`src/verilog/l2Pkg.sv`:
```
`default_nettype none

package l2Pkg;

	localparam int tileBits = 128;
	localparam int lineCount = 64;
	localparam int indexBits = 6;
	localparam int lineAddrBits = 28;
	localparam int tagBits = lineAddrBits - indexBits;
	localparam int epochBits = 4;

	typedef logic [tileBits-1:0] tile_t;

	// same opcode set on the requester and the DDR side
	typedef enum logic [4:0]
	{
		OPM_READY = 5'h00,
		OPM_FLUSH = 5'h01,
		OPM_RD_TILE = 5'h0F,
		OPM_WR_TILE = 5'h17
	} memOpm_t;

	typedef enum logic [1:0]
	{
		OK_READY = 2'b00,
		OK_OK = 2'b01,
		OK_HOLD = 2'b10,
		OK_FAULT = 2'b11
	} memOk_t;

	// line number as seen by DDR, or split for the lookup
	typedef union packed
	{
		logic [lineAddrBits-1:0] raw;
		struct packed
		{
			logic [tagBits-1:0] tag;
			logic [indexBits-1:0] index;
		} field;
	} lineAddr_u;

	typedef struct packed
	{
		logic [epochBits-1:0] epoch;
		logic valid;
		logic dirty;
		logic [tagBits-1:0] tag;
	} tagEntry_t;

	typedef struct packed
	{
		logic hit;
		logic dirty;
		logic stale;
		lineAddr_u victimAddr;
		tile_t storedTile;
		lineAddr_u reqAddr;
		memOpm_t opcode;
		tile_t writeData;
	} lookupResult_t;

	// entry.epoch doubles as the current epoch for the compare
	typedef struct packed
	{
		logic enable;
		logic [indexBits-1:0] index;
		tagEntry_t entry;
		tile_t tile;
	} storeCmd_t;

	typedef struct packed
	{
		logic start;
		logic writeBack;
		lineAddr_u victimAddr;
		tile_t victimTile;
		lineAddr_u fillAddr;
	} fetchCmd_t;

	typedef struct packed
	{
		logic done;
		tile_t fillTile;
	} fetchResult_t;

endpackage

`default_nettype wire

```
`src/verilog/l2Control.sv`:
```
`timescale 1ns/10ps
`default_nettype none

module l2Control import l2Pkg::*;
(
	input wire logic clock,
	input wire logic reset,
	input wire lookupResult_t lookup,
	input wire fetchResult_t fetch,
	output fetchCmd_t fetchCmd,
	output storeCmd_t store,
	output logic advance,
	output memOk_t memOk
);

	typedef enum logic [2:0]
	{
		CTRL_INIT,
		CTRL_SWEEP,
		CTRL_IDLE,
		CTRL_FETCH,
		CTRL_RESPOND,
		CTRL_RELEASE
	} ctrlState_t;

	ctrlState_t state;
	ctrlState_t stateNext;
	logic [epochBits-1:0] epoch;
	logic [indexBits-1:0] sweepIndex;
	logic sweepLast;
	logic requestSeen;
	logic isWrite;
	logic isAccess;

	assign sweepLast = sweepIndex == indexBits'(lineCount - 1);
	assign requestSeen = lookup.opcode != OPM_READY;
	assign isWrite = lookup.opcode == OPM_WR_TILE;
	assign isAccess = (lookup.opcode == OPM_RD_TILE) || isWrite;

	always_comb
	begin
		stateNext = state;
		advance = 1'b0;
		memOk = OK_READY;

		// default store is the requested line, dirty for writes
		store.enable = 1'b0;
		store.index = lookup.reqAddr.field.index;
		store.entry.epoch = epoch;
		store.entry.valid = 1'b1;
		store.entry.dirty = isWrite;
		store.entry.tag = lookup.reqAddr.field.tag;
		// a pending write replaces the fill tile
		store.tile = isWrite ? lookup.writeData : fetch.fillTile;

		// fetch fields follow the held request
		fetchCmd.start = 1'b0;
		fetchCmd.writeBack = lookup.dirty;
		fetchCmd.victimAddr = lookup.victimAddr;
		fetchCmd.victimTile = lookup.storedTile;
		fetchCmd.fillAddr = lookup.reqAddr;

		case (state)
			CTRL_INIT:
				stateNext = CTRL_SWEEP;
			CTRL_SWEEP:
			begin
				memOk = OK_HOLD;
				store.enable = 1'b1;
				store.index = sweepIndex;
				store.entry.valid = 1'b0;
				store.entry.dirty = 1'b0;
				store.entry.tag = '0;
				store.tile = '0;
				if (sweepLast)
					stateNext = CTRL_IDLE;
			end
			CTRL_IDLE:
			begin
				if (!requestSeen)
					advance = 1'b1;
				else
				begin
					// decision cycle
					memOk = OK_HOLD;
					if (!isAccess)
						stateNext = CTRL_RESPOND;
					else if (lookup.hit)
					begin
						store.enable = isWrite;
						stateNext = CTRL_RESPOND;
					end
					else
					begin
						fetchCmd.start = 1'b1;
						stateNext = CTRL_FETCH;
					end
				end
			end
			CTRL_FETCH:
			begin
				memOk = OK_HOLD;
				if (fetch.done)
				begin
					store.enable = 1'b1;
					stateNext = CTRL_RESPOND;
				end
			end
			CTRL_RESPOND:
			begin
				// read data comes from the lookup read register
				memOk = OK_OK;
				stateNext = CTRL_RELEASE;
			end
			CTRL_RELEASE:
			begin
				// requester is back to READY here, load that
				advance = 1'b1;
				stateNext = CTRL_IDLE;
			end
			default:
				stateNext = CTRL_INIT;
		endcase
	end

	always_ff @(posedge clock)
	begin
		if (reset)
		begin
			state <= CTRL_INIT;
			epoch <= '0;
			sweepIndex <= '0;
		end
		else
		begin
			state <= stateNext;
			if (state == CTRL_SWEEP)
				sweepIndex <= sweepIndex + 1'b1;
			// older lines now miss
			if ((state == CTRL_IDLE) && (lookup.opcode == OPM_FLUSH))
				epoch <= epoch + 1'b1;
		end
	end

endmodule

`default_nettype wire

```
`config.mk`:
```
export PLATFORM = sky130hd
export DESIGN_NAME = l2Control
export DESIGN_NICKNAME = d
export VERILOG_FILES = /design/src/verilog/l2Pkg.sv /design/src/verilog/l2Control.sv
export SDC_FILE = /design/constraint.sdc
export NUM_CORES = 1
export LEC_CHECK = 0
export BUFFER_PORTS_ARGS = -buffer_cell sky130_fd_sc_hd__buf_2
export CAP_MARGIN = 20
export CORE_AREA = 4 4 314 316
export DETAILED_ROUTE_END_ITERATION = 8
export DIE_AREA = 0 0 318 320
export SYNTH_ARGS = -nofsm -noshare
export SYNTH_HDL_FRONTEND = slang
export SYNTH_SLANG_ARGS = --single-unit
export TNS_END_PERCENT = 100
```
`constraint.sdc`:
```
create_clock -name clock -period 3.7 [get_ports clock]
set_input_delay 0.185 -clock clock [delete_from_list [all_inputs] [get_ports clock]]
set_output_delay 0.185 -clock clock [all_outputs]
set_load 0.05 [all_outputs]
```
==> summary.txt <==
CP peak stage delay = 0.54 ns
Worst-Skew Late Latency = 0.24 ns
Worst EP arrival = 2.43 ns
Fin cells = 2314
PortBufs = 487
ANT nets after route = 0
Max Cap Violations = 0
Die Span X = 318 um
Crit path cell chain = buf_2 > and3_4 > buf_4 > nand3_1 > a21oi_1 > buf_2
Synthesized Nets = 1234
Number of detailed-route iterations in the first pass = 6
CP dominant cell by count = buf_2
HP Start = reset
Ys flop type = dfxtp_1
CTS Buffer Depth = 2
Number of global-route vias before repair = 6394
Die H = 320 um
Max VDD drop = 0.125 mV
Worst slew pin tran = 0.910 ns
Worst Path Class, Setup = primary input to output pin
CP Capture Type = output pin
Vias after detailed routing = 7028
Core ar. = 0.0960 mm^2
Post-synthesis sequential area ratio = 0.0568
H-tree depth = 1
Largest net degree at the start of global routing = 89
Post-route core utilization = 0.0756
Num ports = 803
Share of layout cells above drive strength 1 = 0.498
Total die area = 0.102 mm^2
Gr ovfl total = 0
Yosys top cell by area = buf_4
DP Cell Count = 2291
Yosys warning count = 0
Top cells by area, synth = buf_4 30%, a21oi_1 15%, nand3_1 14%, o21ai_0 13%, clkbuf_1 6.1%
CTS Buf Count = 3
GPL Wtd Cong = 0.781
Hold path depth = 2
Detailed placer's ending HPWL = 50.4 mm
# fillers = 11400
Clk_skew = 0.00258 ns
First-pass GRT wire length = 70.0 mm
Endpoints failing setup = 0
Launch point of the worst reg-to-reg path = state[0]
Register bit total from synthesis = 13
Post-synth top area share = 0.303
Post-Synthesis Cells = 781
CTS tree = done
Initial antenna violation count = 64
CP startpoint kind = primary input
Cts repair resizes = 0
Clk sinks = 13
CP bufs+invs = 3
Worst Hold Endpoint = sweepIndex[0]
Commonest non-fill, non-tap cell in the layout = buf_2
Yosys cell types = 39
R2R cell count = 4
Largest delay share family, worst path = buffers and inverters
RSZ-0062 raised after global routing = false
Post-synthesis cell area = 0.00458 mm^2
Leak = 2.89 nW
Period utilization = 0.707
Final Max Tran Viols = 0
Fin Setup TNS = 0 ns
Clock root buffer = clkbuf_16
Max stage delay cell, worst path = a21oi_1
Clk slew on worst S/H paths = 0.04 ns
DR iter-0 viols = 474
Area after DPL = 0.00713 mm^2
Required @ worst endpoint = 3.51 ns
Syn-to-layout area delta = 58.4%
Wire per inst = 24.7 um
CTS Hold Bufs = 0
Fin crit period = 2.62 ns
Fin nets = 1473
Commonest non-fill, non-tap cells in the layout = 487 x buf_2, 138 x a21oi_1, 130 x nand3_1
Ys async rst share = 0
Starting Density = 0.0477
FF-to-FF End = sweepIndex[1]
Slew HR = 0.393
Syn Area/Cell = 5.87 um^2
Power Dens Cells = 273 mW/mm^2
Post-CTS setup buffers = 0
Post-route cell area = 0.00726 mm^2
Design Power = 1.98 mW
Final hold vios = 0
Status = finished, final reports clean
Core Rows = 114
Detailed Route WL = 57.1 mm
GRT Overall Usage = 0.105
Post-synth EDFFs = 0
Worst Path Max Fanout = 36
Via density = 3.04
Worst R2R Setup Slack = 1.85 ns
Residual DRC = 0
Hold Path Class = primary input to flip-flop
Max frequency = 0.382 GHz
-- where the power goes --
group	internal, mW	leakage, nW	switching (mW)
logic	0.343	2.74	1.27
clock network	0.145	0.0383	0.0598
registers	0.146	0.106	0.0163
-- worst reg2reg max path, delay by kind of cell, from the launching register on --
kind / cells / cell delay, ns
and+or+nand+nor: 2 / 0.59
DFF: 1 / 0.59
buffers and inverters: 1 / 0.48
AOI/OAI and AO/OA: 1 / 0.07
-- layout make-up --
cell class                 instances  area, um^2  share of cell area
antenna                           19        47.5             0.00655
clock buffer                       4        78.8              0.0109
inverter                           7        26.3             0.00362
multi-input combinational        497        2640               0.364
sequential                        13         260              0.0359
tap                             1276        1600               0.220
timing repair buffer             498        2610               0.359
-- logic make-up after synthesis --
family | synth area share
AOI/OAI and AO/OA | 0.318
xor gates and xnor gates | 0.00574
adders and majority gates | 0.00546
buffers and inverters | 0.374
DFF | 0.0568
and+or+nand+nor | 0.240
-- per-layer routing --
layer / track usage / part of all wire
met1: 0.126 / 0.40
met2: 0.167 / 0.44
met3: 0.0552 / 0.13
met4: 0.0197 / 0.026
met5: 0 / 0.0069
-- worst max path at each step --
stage	from	to	slack (ns)	cells after the start
after floorplan	lookup[129]	advance	1.40	3
after global placement	lookup[128]	store[32]	1.04	6
after detailed placement	lookup[128]	store[32]	1.0	6
after CTS	lookup[128]	store[32]	0.99	6
after global routing	lookup[128]	store[32]	0.93	6
final	lookup[128]	store[105]	1.08	6
-- flip-flops by register name (all words and copies together), names as in the netlist --
name / flops
sweepIndex: 6
epoch: 4
state: 3
-- stage by stage --
step	setup slack, ns	hold slack, ns
after CTS	0.990	0.295
after global placement	1.04	0.370
after floorplan	1.40	0.254
after global routing	0.931	0.328
final	1.08	0.298
after detailed placement	0.996	0.370
-- synthesized netlist by cell type, types with 3 or more instances --
library cell / count
or4_1: 5
nand2_1: 24
clkbuf_1: 75
a21oi_1: 138
o21ai_1: 12
o31ai_1: 3
o21ai_0: 122
or3_1: 3
buf_4: 185
and2_1: 22
dfxtp_1: 13
xnor2_1: 3
nand3_1: 131
inv_1: 7
nor2_1: 6
No activity file was read; power rests on OpenSTA's default activity.
