## config.mk

```make
export PLATFORM = sky130hd
export DESIGN_NAME = ddrFetch
export DESIGN_NICKNAME = d
export VERILOG_FILES = /design/src/verilog/l2Pkg.sv /design/src/verilog/ddrFetch.sv
export SDC_FILE = /design/constraint.sdc
export NUM_CORES = 1
export LEC_CHECK = 0
export ABC_AREA = 1
export BUFFER_PORTS_ARGS = -buffer_cell sky130_fd_sc_hd__buf_2
export CORE_AREA = 8 8 231 233
export DETAILED_ROUTE_END_ITERATION = 8
export DIE_AREA = 0 0 239 241
export SLEW_MARGIN = 30
export SYNTH_ARGS = -nofsm -noshare
export SYNTH_HDL_FRONTEND = slang
export SYNTH_SLANG_ARGS = --single-unit
export TNS_END_PERCENT = 1
```

## constraint.sdc

```tcl
create_clock -name clock -period 13 [get_ports clock]
set_input_delay 0.65 -clock clock [delete_from_list [all_inputs] [get_ports clock]]
set_output_delay 0.65 -clock clock [all_outputs]
set_load 0.01 [all_outputs]
```

## src/verilog/l2Pkg.sv

```systemverilog
`default_nettype none

package l2Pkg;

	localparam int tileBits = 128;
	localparam int lineCount = 64;
	localparam int indexBits = 6;
	localparam int lineAddrBits = 28;
	localparam int tagBits = lineAddrBits - indexBits;
	localparam int epochBits = 4;

	typedef logic [tileBits-1:0] tile_t;

	// same opcode set on the requester and the DDR side
	typedef enum logic [4:0]
	{
		OPM_READY = 5'h00,
		OPM_FLUSH = 5'h01,
		OPM_RD_TILE = 5'h0F,
		OPM_WR_TILE = 5'h17
	} memOpm_t;

	typedef enum logic [1:0]
	{
		OK_READY = 2'b00,
		OK_OK = 2'b01,
		OK_HOLD = 2'b10,
		OK_FAULT = 2'b11
	} memOk_t;

	// line number as seen by DDR, or split for the lookup
	typedef union packed
	{
		logic [lineAddrBits-1:0] raw;
		struct packed
		{
			logic [tagBits-1:0] tag;
			logic [indexBits-1:0] index;
		} field;
	} lineAddr_u;

	typedef struct packed
	{
		logic [epochBits-1:0] epoch;
		logic valid;
		logic dirty;
		logic [tagBits-1:0] tag;
	} tagEntry_t;

	typedef struct packed
	{
		logic hit;
		logic dirty;
		logic stale;
		lineAddr_u victimAddr;
		tile_t storedTile;
		lineAddr_u reqAddr;
		memOpm_t opcode;
		tile_t writeData;
	} lookupResult_t;

	// entry.epoch doubles as the current epoch for the compare
	typedef struct packed
	{
		logic enable;
		logic [indexBits-1:0] index;
		tagEntry_t entry;
		tile_t tile;
	} storeCmd_t;

	typedef struct packed
	{
		logic start;
		logic writeBack;
		lineAddr_u victimAddr;
		tile_t victimTile;
		lineAddr_u fillAddr;
	} fetchCmd_t;

	typedef struct packed
	{
		logic done;
		tile_t fillTile;
	} fetchResult_t;

endpackage

`default_nettype wire

```

## src/verilog/ddrFetch.sv

```systemverilog
`timescale 1ns/10ps
`default_nettype none

module ddrFetch import l2Pkg::*;
(
	input wire logic clock,
	input wire logic reset,
	input wire fetchCmd_t cmd,
	output fetchResult_t result,
	output logic [31:0] ddrAddr,
	output memOpm_t ddrOpm,
	output tile_t ddrDataOut,
	input wire tile_t ddrDataIn,
	input wire memOk_t ddrOk
);

	typedef enum logic [1:0]
	{
		FETCH_IDLE,
		FETCH_WRITE,
		FETCH_GAP,
		FETCH_READ
	} fetchState_t;

	fetchState_t state;
	logic doneReg;
	tile_t fillReg;
	logic issueStart;
	logic issueRead;
	logic readDone;

	assign issueStart = (state == FETCH_IDLE) && cmd.start;
	// read goes out once the DDR side is back to READY
	assign issueRead = (state == FETCH_GAP) && (ddrOk == OK_READY);
	assign readDone = (state == FETCH_READ) && (ddrOk == OK_OK);

	always_ff @(posedge clock)
	begin
		if (reset)
		begin
			state <= FETCH_IDLE;
			ddrOpm <= OPM_READY;
			doneReg <= 1'b0;
		end
		else
		begin
			doneReg <= 1'b0;
			case (state)
				FETCH_IDLE:
				begin
					if (cmd.start)
					begin
						if (cmd.writeBack)
						begin
							ddrOpm <= OPM_WR_TILE;
							state <= FETCH_WRITE;
						end
						else
						begin
							ddrOpm <= OPM_RD_TILE;
							state <= FETCH_READ;
						end
					end
				end
				FETCH_WRITE:
				begin
					// opcode stays up through any HOLD
					if (ddrOk == OK_OK)
					begin
						ddrOpm <= OPM_READY;
						state <= FETCH_GAP;
					end
				end
				FETCH_GAP:
				begin
					if (issueRead)
					begin
						ddrOpm <= OPM_RD_TILE;
						state <= FETCH_READ;
					end
				end
				FETCH_READ:
				begin
					if (readDone)
					begin
						ddrOpm <= OPM_READY;
						doneReg <= 1'b1;
						state <= FETCH_IDLE;
					end
				end
				default:
				begin
					ddrOpm <= OPM_READY;
					state <= FETCH_IDLE;
				end
			endcase
		end
	end

	// address and data registers
	always_ff @(posedge clock)
	begin
		if (issueStart)
		begin
			ddrAddr <= {cmd.writeBack ? cmd.victimAddr.raw : cmd.fillAddr.raw, 4'h0};
			ddrDataOut <= cmd.victimTile;
		end
		else if (issueRead)
			ddrAddr <= {cmd.fillAddr.raw, 4'h0};
		if (readDone)
			fillReg <= ddrDataIn;
	end

	assign result.done = doneReg;
	assign result.fillTile = fillReg;

endmodule

`default_nettype wire

```

==> implementation parameters <==
Parameter                              Value

Worst setup path
  Setup crit start kind ... flop
  Ordered cell list for the critical path ... inv_1 > ha_1 > nand2_2 > inv_6 > buf_4 > buf_4 > nand2_4 > nand2_1 > nand2_1
  Standard cell with the maximum stage delay on the critical path ... sky130_fd_sc_hd__buf_4
  Highest net fanout along the worst path ... 64
  Capturing element type of the critical path ... flop
  Crit path kind ... reg2reg
  Largest stage delay on the critical path ... 0.72 ns
  Worst path arrival time ... 3.69 ns
  Required time worst endpoint ... 13.32 ns
  Buffers & Inverters on Critical Path ... 4
  Cell class contributing the biggest share of worst-path delay ... buffers and inverters

Drt
  Detailed-routing iteration count for the pre-antenna-repair pass ... 4
  Final routed wire length divided by cell count ... 19.3 um
  Remaining DRCs ... 0
  Vias ... 6,368
  DRT iter0 DRCs ... 264
  Post-DRT Antenna Nets ... 0
  WL final ... 34,300 um
  Vias per cell ... 3.58

Synth
  Yosys reg bits ... 289
  Area leader, netlist ... sky130_fd_sc_hd__edfxtp_1
  Number of enable-type register cells in the synthesized netlist ... 284
  Top_reg_cell synth ... sky130_fd_sc_hd__edfxtp_1
  Dominant cells by area after synthesis ... sky130_fd_sc_hd__edfxtp_1 (90%), sky130_fd_sc_hd__nand2_1 (2.8%), sky130_fd_sc_hd__nand3_1 (1.5%)
  Synth top cells by count ... sky130_fd_sc_hd__edfxtp_1 (284), sky130_fd_sc_hd__nand2_1 (70), sky130_fd_sc_hd__nand3_1 (28)
  Warning count from the yosys run ... 0
  Post-synthesis average cell area ... 21.2 um2
  Post-synth top area share ... 90.3%
  Number of distinct standard cells referenced by the synthesized netlist ... 18
  Cell count after synthesis ... 445
  Most repeated cell in the gate-level netlist after synthesis ... sky130_fd_sc_hd__edfxtp_1
  Post-Synthesis Cell Area ... 9450 um2
  Seq/Total Area, Yosys ... 91.3%
  Async set or reset register ratio after synthesis ... 0%

Floorplanning
  Die Height ... 241 um
  Total I/O pin count ... 612
  Area of the die ... 57,600 um2
  Die boundary width ... 239 um
  Starting utilization of the core area ... 19.0%
  Core Footprint ... 49,700 um2
  Cell row count ... 82

Clocking
  Cell at the root of the clock tree ... sky130_fd_sc_hd__clkbuf_16
  Maximum clock path buffer count ... 3
  Number of setup buffers added after CTS ... 0
  Post-CTS Resized ... 0
  Number of clock sinks ... 289
  H-tree depth ... 1
  TritonCTS buffer count ... 31
  Clock-pin transition on the worst setup and hold timing paths ... 0.06 ns
  Clock latency of the later-clocked register in the worst-skew pair ... 0.57 ns
  Count of hold-fix buffers inserted at cts ... 0
  Clock tree from TritonCTS ... done

Global route
  Wire length of the first global-routing pass ... 46,600 um
  Antenna violations before repair ... 9
  GRT Util Overall ... 10.9%
  Residual overflow from global routing ... 0
  Vias in the first global route ... 6,814
  Pin count of the biggest net entering global routing ... 78

Placement
  Post-DP HPWL ... 27,700 um
  Placed Instances ... 1,716
  Count of input and output buffers ... 607
  Cell area after placement ... 13,200 um2
  Final weighted congestion of routability-driven global placement ... 0.833

STA
  Part of the cycle the worst path needs ... 25.9%
  Final total negative setup slack ... 0 ns
  Tightest Pin Transition ... 0.829 ns
  Worst slew margin ... 44.8%
  Total setup violations reported at the end of the flow ... 0
  Fmax ... 297 MHz
  Unrepaired setup endpoints after global routing ... no
  Minimum clock period ... 3.37 ns
  Hold Vio Cnt, Final ... 0
  Number of max-slew violations in the final report ... 0
  Max Clock Skew ... 0.0112 ns

Cells and area
  # nets final ... 1,400
  Post-route cell area ... 14,300 um2
  Final Util ... 28.7%
  Filler Cell Count ... 5,129
  Final non-filler cell total ... 1,779
  Layout Area Growth over Synthesis ... 50.9%
  Layout cells sized above 1 ... 60.8%

Power
  Power density normalized to cell area ... 180 nW/um2
  VDD IR max ... 0.127 mV
  Total power after layout ... 2.56 mW
  P_leak ... 6.04 nW

Hold path
  Class of the worst hold path ... in2reg

Status
  Run status ... complete, no violations

Job
  Max-cap violations ... 0
state kept, by name (all words and copies together) (netlist names):
signal / flops
ddrDataOut: 128
fillReg: 128
ddrAddr: 28
ddrOpm: 3
doneReg: 1
state: 1
final cells by class:
cell class | instances | area [um2] | share of cell area (%)
diodes | 5 | 12.5 | 0.0878
clock buffers | 39 | 836 | 5.86
multi-input cells | 128 | 613 | 4.30
flip-flops and latches | 289 | 8630 | 60.5
repair buffers | 612 | 3080 | 21.6
well taps | 672 | 841 | 5.90
inverters | 15 | 61.3 | 0.430
clock inverters | 19 | 181 | 1.27
stage by stage:
step / setup WS, ns / hold slack (ns)
floorplan: 6.29 / 0.530
global placement: 9.63 / 0.563
detailed placement: 9.51 / 0.551
CTS: 9.56 / 0.202
global route: 9.28 / 0.205
finish: 9.63 / 0.254
per-layer routing:
metal | GRT usage (%) | wire length [um] | up-vias
li1 | - | - | 2938
met1 | 12.0 | 12400 | 2988
met2 | 19.1 | 17200 | 391
met3 | 4.75 | 4130 | 45
met4 | 2.61 | 618 | 6
met5 | 0 | 41 | -
layout by cell type, fill, tap and decap left out:
master                       netlist  final
sky130_fd_sc_hd__nand2_1          70     69
sky130_fd_sc_hd__clkbuf_1          0      5
sky130_fd_sc_hd__clkbuf_16         0     31
sky130_fd_sc_hd__clkinv_1          0      5
sky130_fd_sc_hd__clkbuf_8          0      3
sky130_fd_sc_hd__clkinv_4          0      2
sky130_fd_sc_hd__nor2_4            0      1
sky130_fd_sc_hd__clkinv_2          0      6
sky130_fd_sc_hd__buf_4             9      4
sky130_fd_sc_hd__bufinv_16         0      3
sky130_fd_sc_hd__o21ai_0           3      3
sky130_fd_sc_hd__conb_1            1      4
sky130_fd_sc_hd__nand3_1          28     28
sky130_fd_sc_hd__buf_2             0    607
sky130_fd_sc_hd__inv_1            14     14
sky130_fd_sc_hd__inv_6             0      3
sky130_fd_sc_hd__nor3_1            2      2
sky130_fd_sc_hd__diode_2           0      5
sky130_fd_sc_hd__nand3_2           4      4
sky130_fd_sc_hd__buf_6             4      1
sky130_fd_sc_hd__nand2_4           1      1
sky130_fd_sc_hd__nand2_2           2      3
sky130_fd_sc_hd__clkinvlp_4        0      1
sky130_fd_sc_hd__nor2_1            9      8
sky130_fd_sc_hd__dfxtp_1           5      5
sky130_fd_sc_hd__edfxtp_1        284    284
sky130_fd_sc_hd__ha_1              5      5
power breakdown:
part / internal (mW) / leakage [nW] / total (mW) / switching (mW)
logic: 0.146 / 2.87 / 0.439 / 0.293
registers: 1.21 / 2.67 / 1.25 / 0.0434
clock network: 0.514 / 0.501 / 0.875 / 0.361
total: 1.87 / 6.04 / 2.56 / 0.697
worst paths after layout:
kind                  start              to  slack, ns  cells after the start
hold / removal     cmd[105]  ddrDataOut[77]       0.25                      1
hold reg to reg   ddrOpm[3]       ddrOpm[3]       0.55                      4
setup / recovery  ddrOpm[2]     ddrAddr[15]       9.63                      9
setup reg to reg  ddrOpm[2]     ddrAddr[15]       9.63                      9
logic make-up (layout without fill, tap and decap cells):
kind of cell / count (synthesis) / after routing / synth area share [%]
AO/OA/AOI/OAI: 3 / 3 / 0.159
adder cells (fa/ha/maj): 5 / 5 / 0.662
buffers and inverters: 31 / 685 / 2.40
flip-flops: 289 / 289 / 91.3
other: 1 / 9 / 0.0397
AND/OR/NAND/NOR: 116 / 116 / 5.40
Power figures use the tool's default switching activity.
